$ cat config.mk
export PLATFORM = sky130hd
export DESIGN_NAME = mips_decode_top
export DESIGN_NICKNAME = d
export VERILOG_FILES = /design/src/hdl/mips_decode_pkg.sv /design/src/hdl/ctrl_if.sv /design/src/hdl/instr_if.sv /design/src/hdl/mips_decode_top.sv /design/src/hdl/decode_output_stage.sv /design/src/hdl/control_unit.sv /design/src/hdl/apb_instr_port.sv
export SDC_FILE = /design/constraint.sdc
export NUM_CORES = 1
export LEC_CHECK = 0
export ABC_AREA = 1
export BUFFER_PORTS_ARGS = -buffer_cell sky130_fd_sc_hd__buf_2
export CAP_MARGIN = 20
export CORE_UTILIZATION = 28
export CTS_BUF_LIST = sky130_fd_sc_hd__clkbuf_16
export DETAILED_ROUTE_END_ITERATION = 7
export GPL_ROUTABILITY_DRIVEN = 1
export PLACE_DENSITY_LB_ADDON = 0.08
export SLEW_MARGIN = 20
export SYNTH_ARGS = -nofsm -noshare
export SYNTH_HDL_FRONTEND = slang
export SYNTH_SLANG_ARGS = --single-unit
$ cat constraint.sdc
create_clock -name clk -period 6.8 [get_ports clk]
set_clock_uncertainty 0.15 [all_clocks]
set_input_delay 0.34 -clock clk [delete_from_list [all_inputs] [get_ports clk]]
set_output_delay 0.34 -clock clk [all_outputs]
set_load 0.1 [all_outputs]
$ cat src/hdl/mips_decode_pkg.sv
`default_nettype none

package mips_decode_pkg;

    localparam int DATA_W = 32;     // instruction and apb data width
    localparam int NB_OP  = 6;      // opcode and funct fields
    localparam int NB_REG = 5;      // register number
    localparam int NB_IMM = 16;     // i-type immediate
    localparam int NB_TGT = 26;     // j-type target
    localparam int ADDR_W = 4;      // apb address width

    localparam logic [ADDR_W-1:0] ADDR_INSTR = 4'h0;   // instruction register offset

    // primary opcodes, bits [31:26]
    localparam logic [NB_OP-1:0] OP_RTYPE = 6'b000000;
    localparam logic [NB_OP-1:0] OP_J     = 6'b000010;
    localparam logic [NB_OP-1:0] OP_JAL   = 6'b000011;
    localparam logic [NB_OP-1:0] OP_BEQ   = 6'b000100;
    localparam logic [NB_OP-1:0] OP_BNE   = 6'b000101;
    localparam logic [NB_OP-1:0] OP_ADDI  = 6'b001000;
    localparam logic [NB_OP-1:0] OP_SLTI  = 6'b001010;
    localparam logic [NB_OP-1:0] OP_ORI   = 6'b001101;
    localparam logic [NB_OP-1:0] OP_XORI  = 6'b001110;
    localparam logic [NB_OP-1:0] OP_LUI   = 6'b001111;
    localparam logic [NB_OP-1:0] OP_LB    = 6'b100000;
    localparam logic [NB_OP-1:0] OP_LH    = 6'b100001;
    localparam logic [NB_OP-1:0] OP_LW    = 6'b100011;
    localparam logic [NB_OP-1:0] OP_LBU   = 6'b100100;
    localparam logic [NB_OP-1:0] OP_LHU   = 6'b100101;
    localparam logic [NB_OP-1:0] OP_LWU   = 6'b100111;
    localparam logic [NB_OP-1:0] OP_SB    = 6'b101000;
    localparam logic [NB_OP-1:0] OP_SH    = 6'b101001;
    localparam logic [NB_OP-1:0] OP_SW    = 6'b101011;

    // r-type funct codes that change control flow
    localparam logic [NB_OP-1:0] FN_JR   = 6'b001000;
    localparam logic [NB_OP-1:0] FN_JALR = 6'b001001;

    localparam logic [1:0] ALUOP_ADD   = 2'b00;
    localparam logic [1:0] ALUOP_LOGIC = 2'b01;    // also branch compare
    localparam logic [1:0] ALUOP_RTYPE = 2'b10;    // alu looks at funct
    localparam logic [1:0] ALUOP_SLT   = 2'b11;

    localparam logic [1:0] WIDTH_BYTE = 2'b00;
    localparam logic [1:0] WIDTH_HALF = 2'b01;
    localparam logic [1:0] WIDTH_WORD = 2'b11;

    localparam logic [NB_REG-1:0] RA_REG = 5'd31;  // jal link register

    typedef struct packed {
        logic [NB_OP-1:0]  opcode;
        logic [NB_REG-1:0] rs;
        logic [NB_REG-1:0] rt;
        logic [NB_REG-1:0] rd;
        logic [NB_REG-1:0] shamt;
        logic [NB_OP-1:0]  funct;
    } r_fmt_t;

    typedef struct packed {
        logic [NB_OP-1:0]  opcode;
        logic [NB_REG-1:0] rs;
        logic [NB_REG-1:0] rt;
        logic [NB_IMM-1:0] imm16;
    } i_fmt_t;

    typedef struct packed {
        logic [NB_OP-1:0]  opcode;
        logic [NB_TGT-1:0] target26;
    } j_fmt_t;

    // one 32-bit word, three views
    typedef union packed {
        r_fmt_t r_fmt;
        i_fmt_t i_fmt;
        j_fmt_t j_fmt;
    } instr_u;

endpackage

`default_nettype wire
$ cat src/hdl/ctrl_if.sv
`timescale 1ns/100ps
`default_nettype none

interface ctrl_if ();

    logic       jump;
    logic       alu_src;        // 1 selects the immediate
    logic [1:0] alu_op;
    logic       branch;
    logic       reg_dst;        // 1 selects rd
    logic       link;           // write return address
    logic       mem_to_reg;
    logic       reg_write;
    logic       mem_read;
    logic       mem_write;
    logic [1:0] width;          // memory access size
    logic       sign_flag;      // unsigned load, or lui with zero_ext
    logic       zero_ext;       // immediate is not sign extended

    modport drv (
        output jump, alu_src, alu_op, branch, reg_dst, link,
        output mem_to_reg, reg_write, mem_read, mem_write,
        output width, sign_flag, zero_ext
    );

    modport snk (
        input jump, alu_src, alu_op, branch, reg_dst, link,
        input mem_to_reg, reg_write, mem_read, mem_write,
        input width, sign_flag, zero_ext
    );

endinterface

`default_nettype wire

$ cat src/hdl/instr_if.sv
`timescale 1ns/100ps
`default_nettype none

interface instr_if
    import mips_decode_pkg::*;
();

    logic             valid;    // one-cycle pulse per accepted write
    instr_u           instr;    // held until the next write
    logic [NB_OP-1:0] opcode;   // copies of the union fields
    logic [NB_OP-1:0] funct;

    modport src (
        output valid,
        output instr,
        output opcode,
        output funct
    );

    modport dec (
        input opcode,
        input funct
    );

    modport out (
        input valid,
        input instr
    );

endinterface

`default_nettype wire

$ cat src/hdl/mips_decode_top.sv
`timescale 1ns/100ps
`default_nettype none

module mips_decode_top
    import mips_decode_pkg::*;
(
    input  wire                clk,
    input  wire                i_rst_n,

    input  wire                i_psel,
    input  wire                i_penable,
    input  wire                i_pwrite,
    input  wire [ADDR_W-1:0]   i_paddr,
    input  wire [DATA_W-1:0]   i_pwdata,
    output wire [DATA_W-1:0]   o_prdata,
    output wire                o_pready,
    output wire                o_pslverr,

    output wire                o_valid,         // decode result strobe
    output wire                o_jump,
    output wire                o_alu_src,
    output wire                o_branch,
    output wire                o_mem_to_reg,
    output wire                o_reg_write,
    output wire                o_mem_read,
    output wire                o_mem_write,
    output wire                o_sign_flag,
    output wire [1:0]          o_alu_op,
    output wire [1:0]          o_width,
    output wire [DATA_W-1:0]   o_imm_ext,
    output wire [NB_REG-1:0]   o_rs,
    output wire [NB_REG-1:0]   o_rt,
    output wire [NB_REG-1:0]   o_dst_reg
);

    instr_if u_instr_if ();
    ctrl_if  u_ctrl_if ();

    apb_instr_port u_apb_instr_port (
        .clk       (clk),
        .i_rst_n   (i_rst_n),
        .i_psel    (i_psel),
        .i_penable (i_penable),
        .i_pwrite  (i_pwrite),
        .i_paddr   (i_paddr),
        .i_pwdata  (i_pwdata),
        .o_prdata  (o_prdata),
        .o_pready  (o_pready),
        .o_pslverr (o_pslverr),
        .o_instr   (u_instr_if.src)
    );

    control_unit u_control_unit (
        .i_instr (u_instr_if.dec),
        .o_ctrl  (u_ctrl_if.drv)
    );

    decode_output_stage u_decode_output_stage (
        .clk          (clk),
        .i_rst_n      (i_rst_n),
        .i_instr      (u_instr_if.out),
        .i_ctrl       (u_ctrl_if.snk),
        .o_valid      (o_valid),
        .o_jump       (o_jump),
        .o_alu_src    (o_alu_src),
        .o_branch     (o_branch),
        .o_mem_to_reg (o_mem_to_reg),
        .o_reg_write  (o_reg_write),
        .o_mem_read   (o_mem_read),
        .o_mem_write  (o_mem_write),
        .o_sign_flag  (o_sign_flag),
        .o_alu_op     (o_alu_op),
        .o_width      (o_width),
        .o_imm_ext    (o_imm_ext),
        .o_rs         (o_rs),
        .o_rt         (o_rt),
        .o_dst_reg    (o_dst_reg)
    );

endmodule

`default_nettype wire

$ cat src/hdl/decode_output_stage.sv
`timescale 1ns/100ps
`default_nettype none

module decode_output_stage
    import mips_decode_pkg::*;
(
    input  wire                clk,
    input  wire                i_rst_n,

    instr_if.out               i_instr,
    ctrl_if.snk                i_ctrl,

    output logic               o_valid,
    output logic               o_jump,
    output logic               o_alu_src,
    output logic               o_branch,
    output logic               o_mem_to_reg,
    output logic               o_reg_write,
    output logic               o_mem_read,
    output logic               o_mem_write,
    output logic               o_sign_flag,
    output logic [1:0]         o_alu_op,
    output logic [1:0]         o_width,
    output logic [DATA_W-1:0]  o_imm_ext,
    output logic [NB_REG-1:0]  o_rs,
    output logic [NB_REG-1:0]  o_rt,
    output logic [NB_REG-1:0]  o_dst_reg
);

    logic [NB_IMM-1:0] imm;
    logic [DATA_W-1:0] imm_ext_d;
    logic [NB_REG-1:0] dst_reg_d;

    assign imm = i_instr.instr.i_fmt.imm16;

    always_comb begin
        if (i_ctrl.zero_ext && i_ctrl.sign_flag) begin
            imm_ext_d = {imm, {(DATA_W-NB_IMM){1'b0}}};           // lui
        end else if (i_ctrl.zero_ext) begin
            imm_ext_d = {{(DATA_W-NB_IMM){1'b0}}, imm};
        end else begin
            imm_ext_d = {{(DATA_W-NB_IMM){imm[NB_IMM-1]}}, imm};
        end
    end

    always_comb begin
        if (i_ctrl.link && !i_ctrl.reg_dst) begin
            dst_reg_d = RA_REG;                     // jal
        end else if (i_ctrl.reg_dst) begin
            dst_reg_d = i_instr.instr.r_fmt.rd;
        end else begin
            dst_reg_d = i_instr.instr.i_fmt.rt;
        end
    end

    always_ff @(posedge clk) begin
        if (!i_rst_n) begin
            o_valid      <= 1'b0;
            o_jump       <= 1'b0;
            o_alu_src    <= 1'b0;
            o_branch     <= 1'b0;
            o_mem_to_reg <= 1'b0;
            o_reg_write  <= 1'b0;
            o_mem_read   <= 1'b0;
            o_mem_write  <= 1'b0;
            o_sign_flag  <= 1'b0;
            o_alu_op     <= 2'b00;
            o_width      <= 2'b00;
        end else begin
            o_valid <= i_instr.valid;               // single-cycle pulse
            if (i_instr.valid) begin
                o_jump       <= i_ctrl.jump;
                o_alu_src    <= i_ctrl.alu_src;
                o_branch     <= i_ctrl.branch;
                o_mem_to_reg <= i_ctrl.mem_to_reg;
                o_reg_write  <= i_ctrl.reg_write;
                o_mem_read   <= i_ctrl.mem_read;
                o_mem_write  <= i_ctrl.mem_write;
                o_sign_flag  <= i_ctrl.sign_flag;
                o_alu_op     <= i_ctrl.alu_op;
                o_width      <= i_ctrl.width;
            end
        end
    end

    always_ff @(posedge clk) begin
        if (i_instr.valid) begin
            o_imm_ext <= imm_ext_d;
            o_rs      <= i_instr.instr.r_fmt.rs;
            o_rt      <= i_instr.instr.r_fmt.rt;
            o_dst_reg <= dst_reg_d;
        end
    end

endmodule

`default_nettype wire

$ cat src/hdl/control_unit.sv
`timescale 1ns/100ps
`default_nettype none

module control_unit
    import mips_decode_pkg::*;
(
    instr_if.dec i_instr,
    ctrl_if.drv  o_ctrl
);

    logic       is_jr;
    logic       is_jalr;
    logic       is_unsigned;
    logic [1:0] mem_width;

    assign is_jr   = (i_instr.funct == FN_JR);
    assign is_jalr = (i_instr.funct == FN_JALR);

    // access size shared by loads and stores
    always_comb begin
        case (i_instr.opcode)
            OP_LB, OP_LBU, OP_SB: mem_width = WIDTH_BYTE;
            OP_LH, OP_LHU, OP_SH: mem_width = WIDTH_HALF;
            default:              mem_width = WIDTH_WORD;
        endcase
    end

    assign is_unsigned = (i_instr.opcode == OP_LBU) ||
                         (i_instr.opcode == OP_LHU) ||
                         (i_instr.opcode == OP_LWU);

    always_comb begin
        o_ctrl.jump       = 1'b0;
        o_ctrl.alu_src    = 1'b0;
        o_ctrl.alu_op     = ALUOP_ADD;
        o_ctrl.branch     = 1'b0;
        o_ctrl.reg_dst    = 1'b0;
        o_ctrl.link       = 1'b0;
        o_ctrl.mem_to_reg = 1'b0;
        o_ctrl.reg_write  = 1'b0;
        o_ctrl.mem_read   = 1'b0;
        o_ctrl.mem_write  = 1'b0;
        o_ctrl.width      = WIDTH_WORD;
        o_ctrl.sign_flag  = 1'b0;
        o_ctrl.zero_ext   = 1'b0;

        case (i_instr.opcode)
            OP_RTYPE: begin
                o_ctrl.reg_dst   = 1'b1;
                o_ctrl.alu_op    = ALUOP_RTYPE;
                o_ctrl.reg_write = ~is_jr;              // jr has no writeback
                o_ctrl.jump      = is_jr | is_jalr;
                o_ctrl.link      = is_jalr;             // return address into rd
            end

            OP_LB, OP_LH, OP_LW, OP_LBU, OP_LHU, OP_LWU: begin
                o_ctrl.alu_src    = 1'b1;               // base + offset
                o_ctrl.mem_to_reg = 1'b1;
                o_ctrl.reg_write  = 1'b1;
                o_ctrl.mem_read   = 1'b1;
                o_ctrl.width      = mem_width;
                o_ctrl.sign_flag  = is_unsigned;
            end

            OP_SB, OP_SH, OP_SW: begin
                o_ctrl.alu_src   = 1'b1;
                o_ctrl.mem_write = 1'b1;
                o_ctrl.width     = mem_width;
            end

            OP_BEQ, OP_BNE: begin
                o_ctrl.branch = 1'b1;
                o_ctrl.alu_op = ALUOP_LOGIC;            // compare rs and rt
            end

            OP_ADDI: begin
                o_ctrl.alu_src   = 1'b1;
                o_ctrl.reg_write = 1'b1;
            end

            OP_ORI, OP_XORI: begin
                o_ctrl.alu_src   = 1'b1;
                o_ctrl.reg_write = 1'b1;
                o_ctrl.zero_ext  = 1'b1;                // logical ops take raw imm
                o_ctrl.alu_op    = ALUOP_LOGIC;
            end

            OP_SLTI: begin
                o_ctrl.alu_src   = 1'b1;
                o_ctrl.reg_write = 1'b1;
                o_ctrl.alu_op    = ALUOP_SLT;
            end

            OP_LUI: begin
                o_ctrl.alu_src   = 1'b1;
                o_ctrl.reg_write = 1'b1;
                o_ctrl.zero_ext  = 1'b1;
                o_ctrl.sign_flag = 1'b1;                // with zero_ext means shift by 16
            end

            OP_J: begin
                o_ctrl.jump = 1'b1;
            end

            OP_JAL: begin
                o_ctrl.jump      = 1'b1;
                o_ctrl.reg_write = 1'b1;
                o_ctrl.link      = 1'b1;                // ra gets pc + 4
            end

            default: begin
                // unknown opcode keeps the defaults
            end
        endcase
    end

endmodule

`default_nettype wire

$ cat src/hdl/apb_instr_port.sv
`timescale 1ns/100ps
`default_nettype none

module apb_instr_port
    import mips_decode_pkg::*;
(
    input  wire                clk,
    input  wire                i_rst_n,

    input  wire                i_psel,
    input  wire                i_penable,
    input  wire                i_pwrite,
    input  wire [ADDR_W-1:0]   i_paddr,
    input  wire [DATA_W-1:0]   i_pwdata,
    output logic [DATA_W-1:0]  o_prdata,
    output logic               o_pready,
    output logic               o_pslverr,

    instr_if.src               o_instr
);

    logic   access;       // second cycle of a transfer
    logic   addr_hit;
    logic   wr_accept;
    logic   rd_accept;
    instr_u instr_q;
    logic   valid_q;

    assign access    = i_psel & i_penable;
    assign addr_hit  = (i_paddr == ADDR_INSTR);
    assign wr_accept = access & i_pwrite & addr_hit;
    assign rd_accept = access & ~i_pwrite & addr_hit;

    always_ff @(posedge clk) begin
        if (!i_rst_n) begin
            instr_q <= '0;
            valid_q <= 1'b0;
        end else begin
            valid_q <= wr_accept;                   // strobe follows the access phase
            if (wr_accept) begin
                instr_q <= i_pwdata;
            end
        end
    end

    // no wait states, so read data must be there during access
    assign o_prdata  = rd_accept ? instr_q : '0;
    assign o_pready  = 1'b1;
    assign o_pslverr = access & ~addr_hit;         // unmapped offset

    assign o_instr.valid  = valid_q;
    assign o_instr.instr  = instr_q;
    assign o_instr.opcode = instr_q.r_fmt.opcode;
    assign o_instr.funct  = instr_q.r_fmt.funct;

endmodule

`default_nettype wire

==> metrics.yaml <==
sta:
  setup_viol: 0
  hold_viol: 0
  rsz0062_at_grt: "false"
  drv_slew: 0
  worst_pin_slew_ns: 0.9785
  finalCriticalPeriod_ns: 2.642
  setup_ws_ns: 4.158
  setup_tns_ns: 0
  fmaxAchievable_mhz: 378.5
  fin_crit_sh: 0.3886
  slew_headroom: 0.3467
setup_path:
  cpPeakStageDelay_ns: 0.46
  path_cells: "buf_2 -> nor2_1 -> nand2_1 -> inv_1 -> nand4_1 -> buf_4 -> nor2_1 -> buf_2"
  startpoint: "i_paddr[1]"
  crit_slowest_cell: "nand4_1"
  start_kind: "input pin"
  arrival_ns: 2.15
  required_ns: 6.31
  worstSetupPathType: "in -> out"
  regToRegStartpoint: "u_apb_instr_port.o_instr.instr[27]"
  end_kind: "output pin"
  crit_fanout: 20
place:
  dp_hpwl_mm: 6.235
  place_ws_ns: 4.116
  numPortBuffers: 133
  routabilityCongestion: 0.7846
  postPlaceCellArea_um2: 4422
logic_synthesis:
  ys_seq_area_frac: 0.6258
  synth.avg_cell_area_um2: 10.04
  synth_warnings: 0
  synth_cells: 368
  synth_cell_types: 25
  ys_ff_latch: 92
  syn-num-nets: 409
  syn-cell-area_um2: 3695
floorplan:
  fp.coreArea_um2: 12720
  die_w_um: 116.9
  initial_core_util: 0.2904
  die_h_um: 116.9
  io-pin-count: 135
  rows: 41
  dieArea_um2: 13660
clocking:
  insertion_delay_ns: 0.33
  clock-sinks: 92
  ctsResizeCount: 0
  clk_pin_slew_worst_paths_ns: 0.06
  cts-root-buf: "clkbuf_16"
  cts_tree: "done"
  hold_buffers: 0
  clockBufferDepth: 2
  numCtsBuffers: 9
  htreeDepth: 3
  postCtsSetupBuffers: 0
route:
  avgRoutedWirePerCell_um: 14.08
  dr.pass1.iters: 4
  totalWireLength_mm: 9.407
  num_vias: 2945
  drc_errors: 0
  vias_per_cell: 4.409
  ant_nets: 0
  drt_iter0_markers: 148
power:
  ir_worst_vdd_uv: 91.75
  p_leak_nw: 1.959
  fin_total_pwr_mw: 1.063
  power_density_nw_per_um2: 227.3
layout:
  diodes: 0
  nets: 532
  areaGrowthSynthToFinish_pct: 26.58
  final_area_um2: 4677
  final_util: 0.3676
  drive_gt1_frac: 0.3367
global_route:
  antenna_found_initial: 0
  track_usage: 0.1423
  grt_max_degree: 66
  overflow: 0
  grt_pass1_vias: 2738
  grt_pass1_wl_mm: 14.41
run:
  maxCapViolCount: 0
status:
  outcome: "finished, final reports clean"
min_path:
  hold_path.startpoint: "i_pwdata[10]"
  hold_path_class: "in -> reg"
==> final cells by class <==
class / count / area (µm²)
sequential: 92 / 2313
inverter: 45 / 171.4
multi-input combinational: 208 / 1041
fill: 1387 / 8045
clock buffer: 9 / 225.2
timing repair buffer: 135 / 680.7
tap: 172 / 215.2
clock inverter: 7 / 30.03
==> through the flow <==
step | cells | hold WS, ns
after floorplan | 368 | 0.2582
after global placement | 652 | 0.2658
after detailed placement | 652 | 0.2666
after CTS | 668 | 0.1182
after global routing | 668 | 0.1198
final | 668 | 0.1291
==> layout by cell type (no fill, tap or decap) <==
cell type	n
a21oi_1	36
a31oi_1	4
buf_2	133
buf_4	2
clkbuf_16	9
clkinv_1	3
clkinvlp_4	1
conb_1	1
dfxtp_1	44
dfxtp_2	1
edfxtp_1	47
inv_1	45
inv_2	2
inv_4	1
nand2_1	13
nand2_2	2
nand3_1	10
nand3_2	2
nand4_1	6
nor2_1	65
nor2_2	2
nor2_4	1
nor3_2	1
o211ai_1	9
o21ai_0	43
o21ai_1	3
o21ai_2	10
==> cell usage after synthesis, drive strengths merged <==
cell type | instances | area, µm²
nor2 | 68 | 267.8
o21ai | 56 | 317.8
edfxtp | 47 | 1411
dfxtp | 45 | 900.9
inv | 45 | 171.4
a21oi | 36 | 180.2
nand2 | 15 | 61.31
buf | 13 | 132.6
nand3 | 12 | 70.07
clkbuf | 10 | 37.54
o211ai | 9 | 67.56
nand4 | 6 | 37.54
a31oi | 4 | 25.02
conb | 1 | 3.750
nor3 | 1 | 10.01
==> final timing paths <==
| kind | to | slack (ns) | cells after the start |
|---|---|---|---|
| min | u_apb_instr_port.o_instr.instr[10] | 0.13 | 3 |
| max reg2reg | u_decode_output_stage.o_imm_ext[25] | 4.72 | 5 |
| max | o_prdata[18] | 4.16 | 8 |
| min reg2reg | u_decode_output_stage.o_rs[1] | 0.28 | 0 |
==> kinds of logic (layout without fill, tap and decap cells) <==
kind of cell / after synthesis / count (layout) / share of synthesized area
AND/OR/NAND/NOR: 102 / 102 / 0.1209
AO/OA/AOI/OAI: 105 / 105 / 0.1598
buffers and inverters: 68 / 196 / 0.09245
other: 1 / 1 / 0.001015
flip-flops: 92 / 92 / 0.6258
==> power by group <==
part / switching [mW] / internal, mW
registers: 0.00107 / 0.580
logic: 0.0278 / 0.0132
clock network: 0.201 / 0.240
total: 0.230 / 0.834
==> layer usage <==
| layer | vias up | GRT usage | part of all wire |
|---|---|---|---|
| met5 | - | 0 | 0 |
| met3 | 6 | 0.03605 | 0.065 |
| met2 | 98 | 0.2264 | 0.46 |
| met4 | 0 | 0.05316 | 0.0079 |
| li1 | 1487 | - | - |
| met1 | 1354 | 0.1866 | 0.47 |
==> worst max-delay path, delay by kind of cell <==
kind                   cells  cell delay, ns
buffers and inverters      4            1.04
and+or+nand+nor            4            0.76
(Power assumes the default switching activity.)
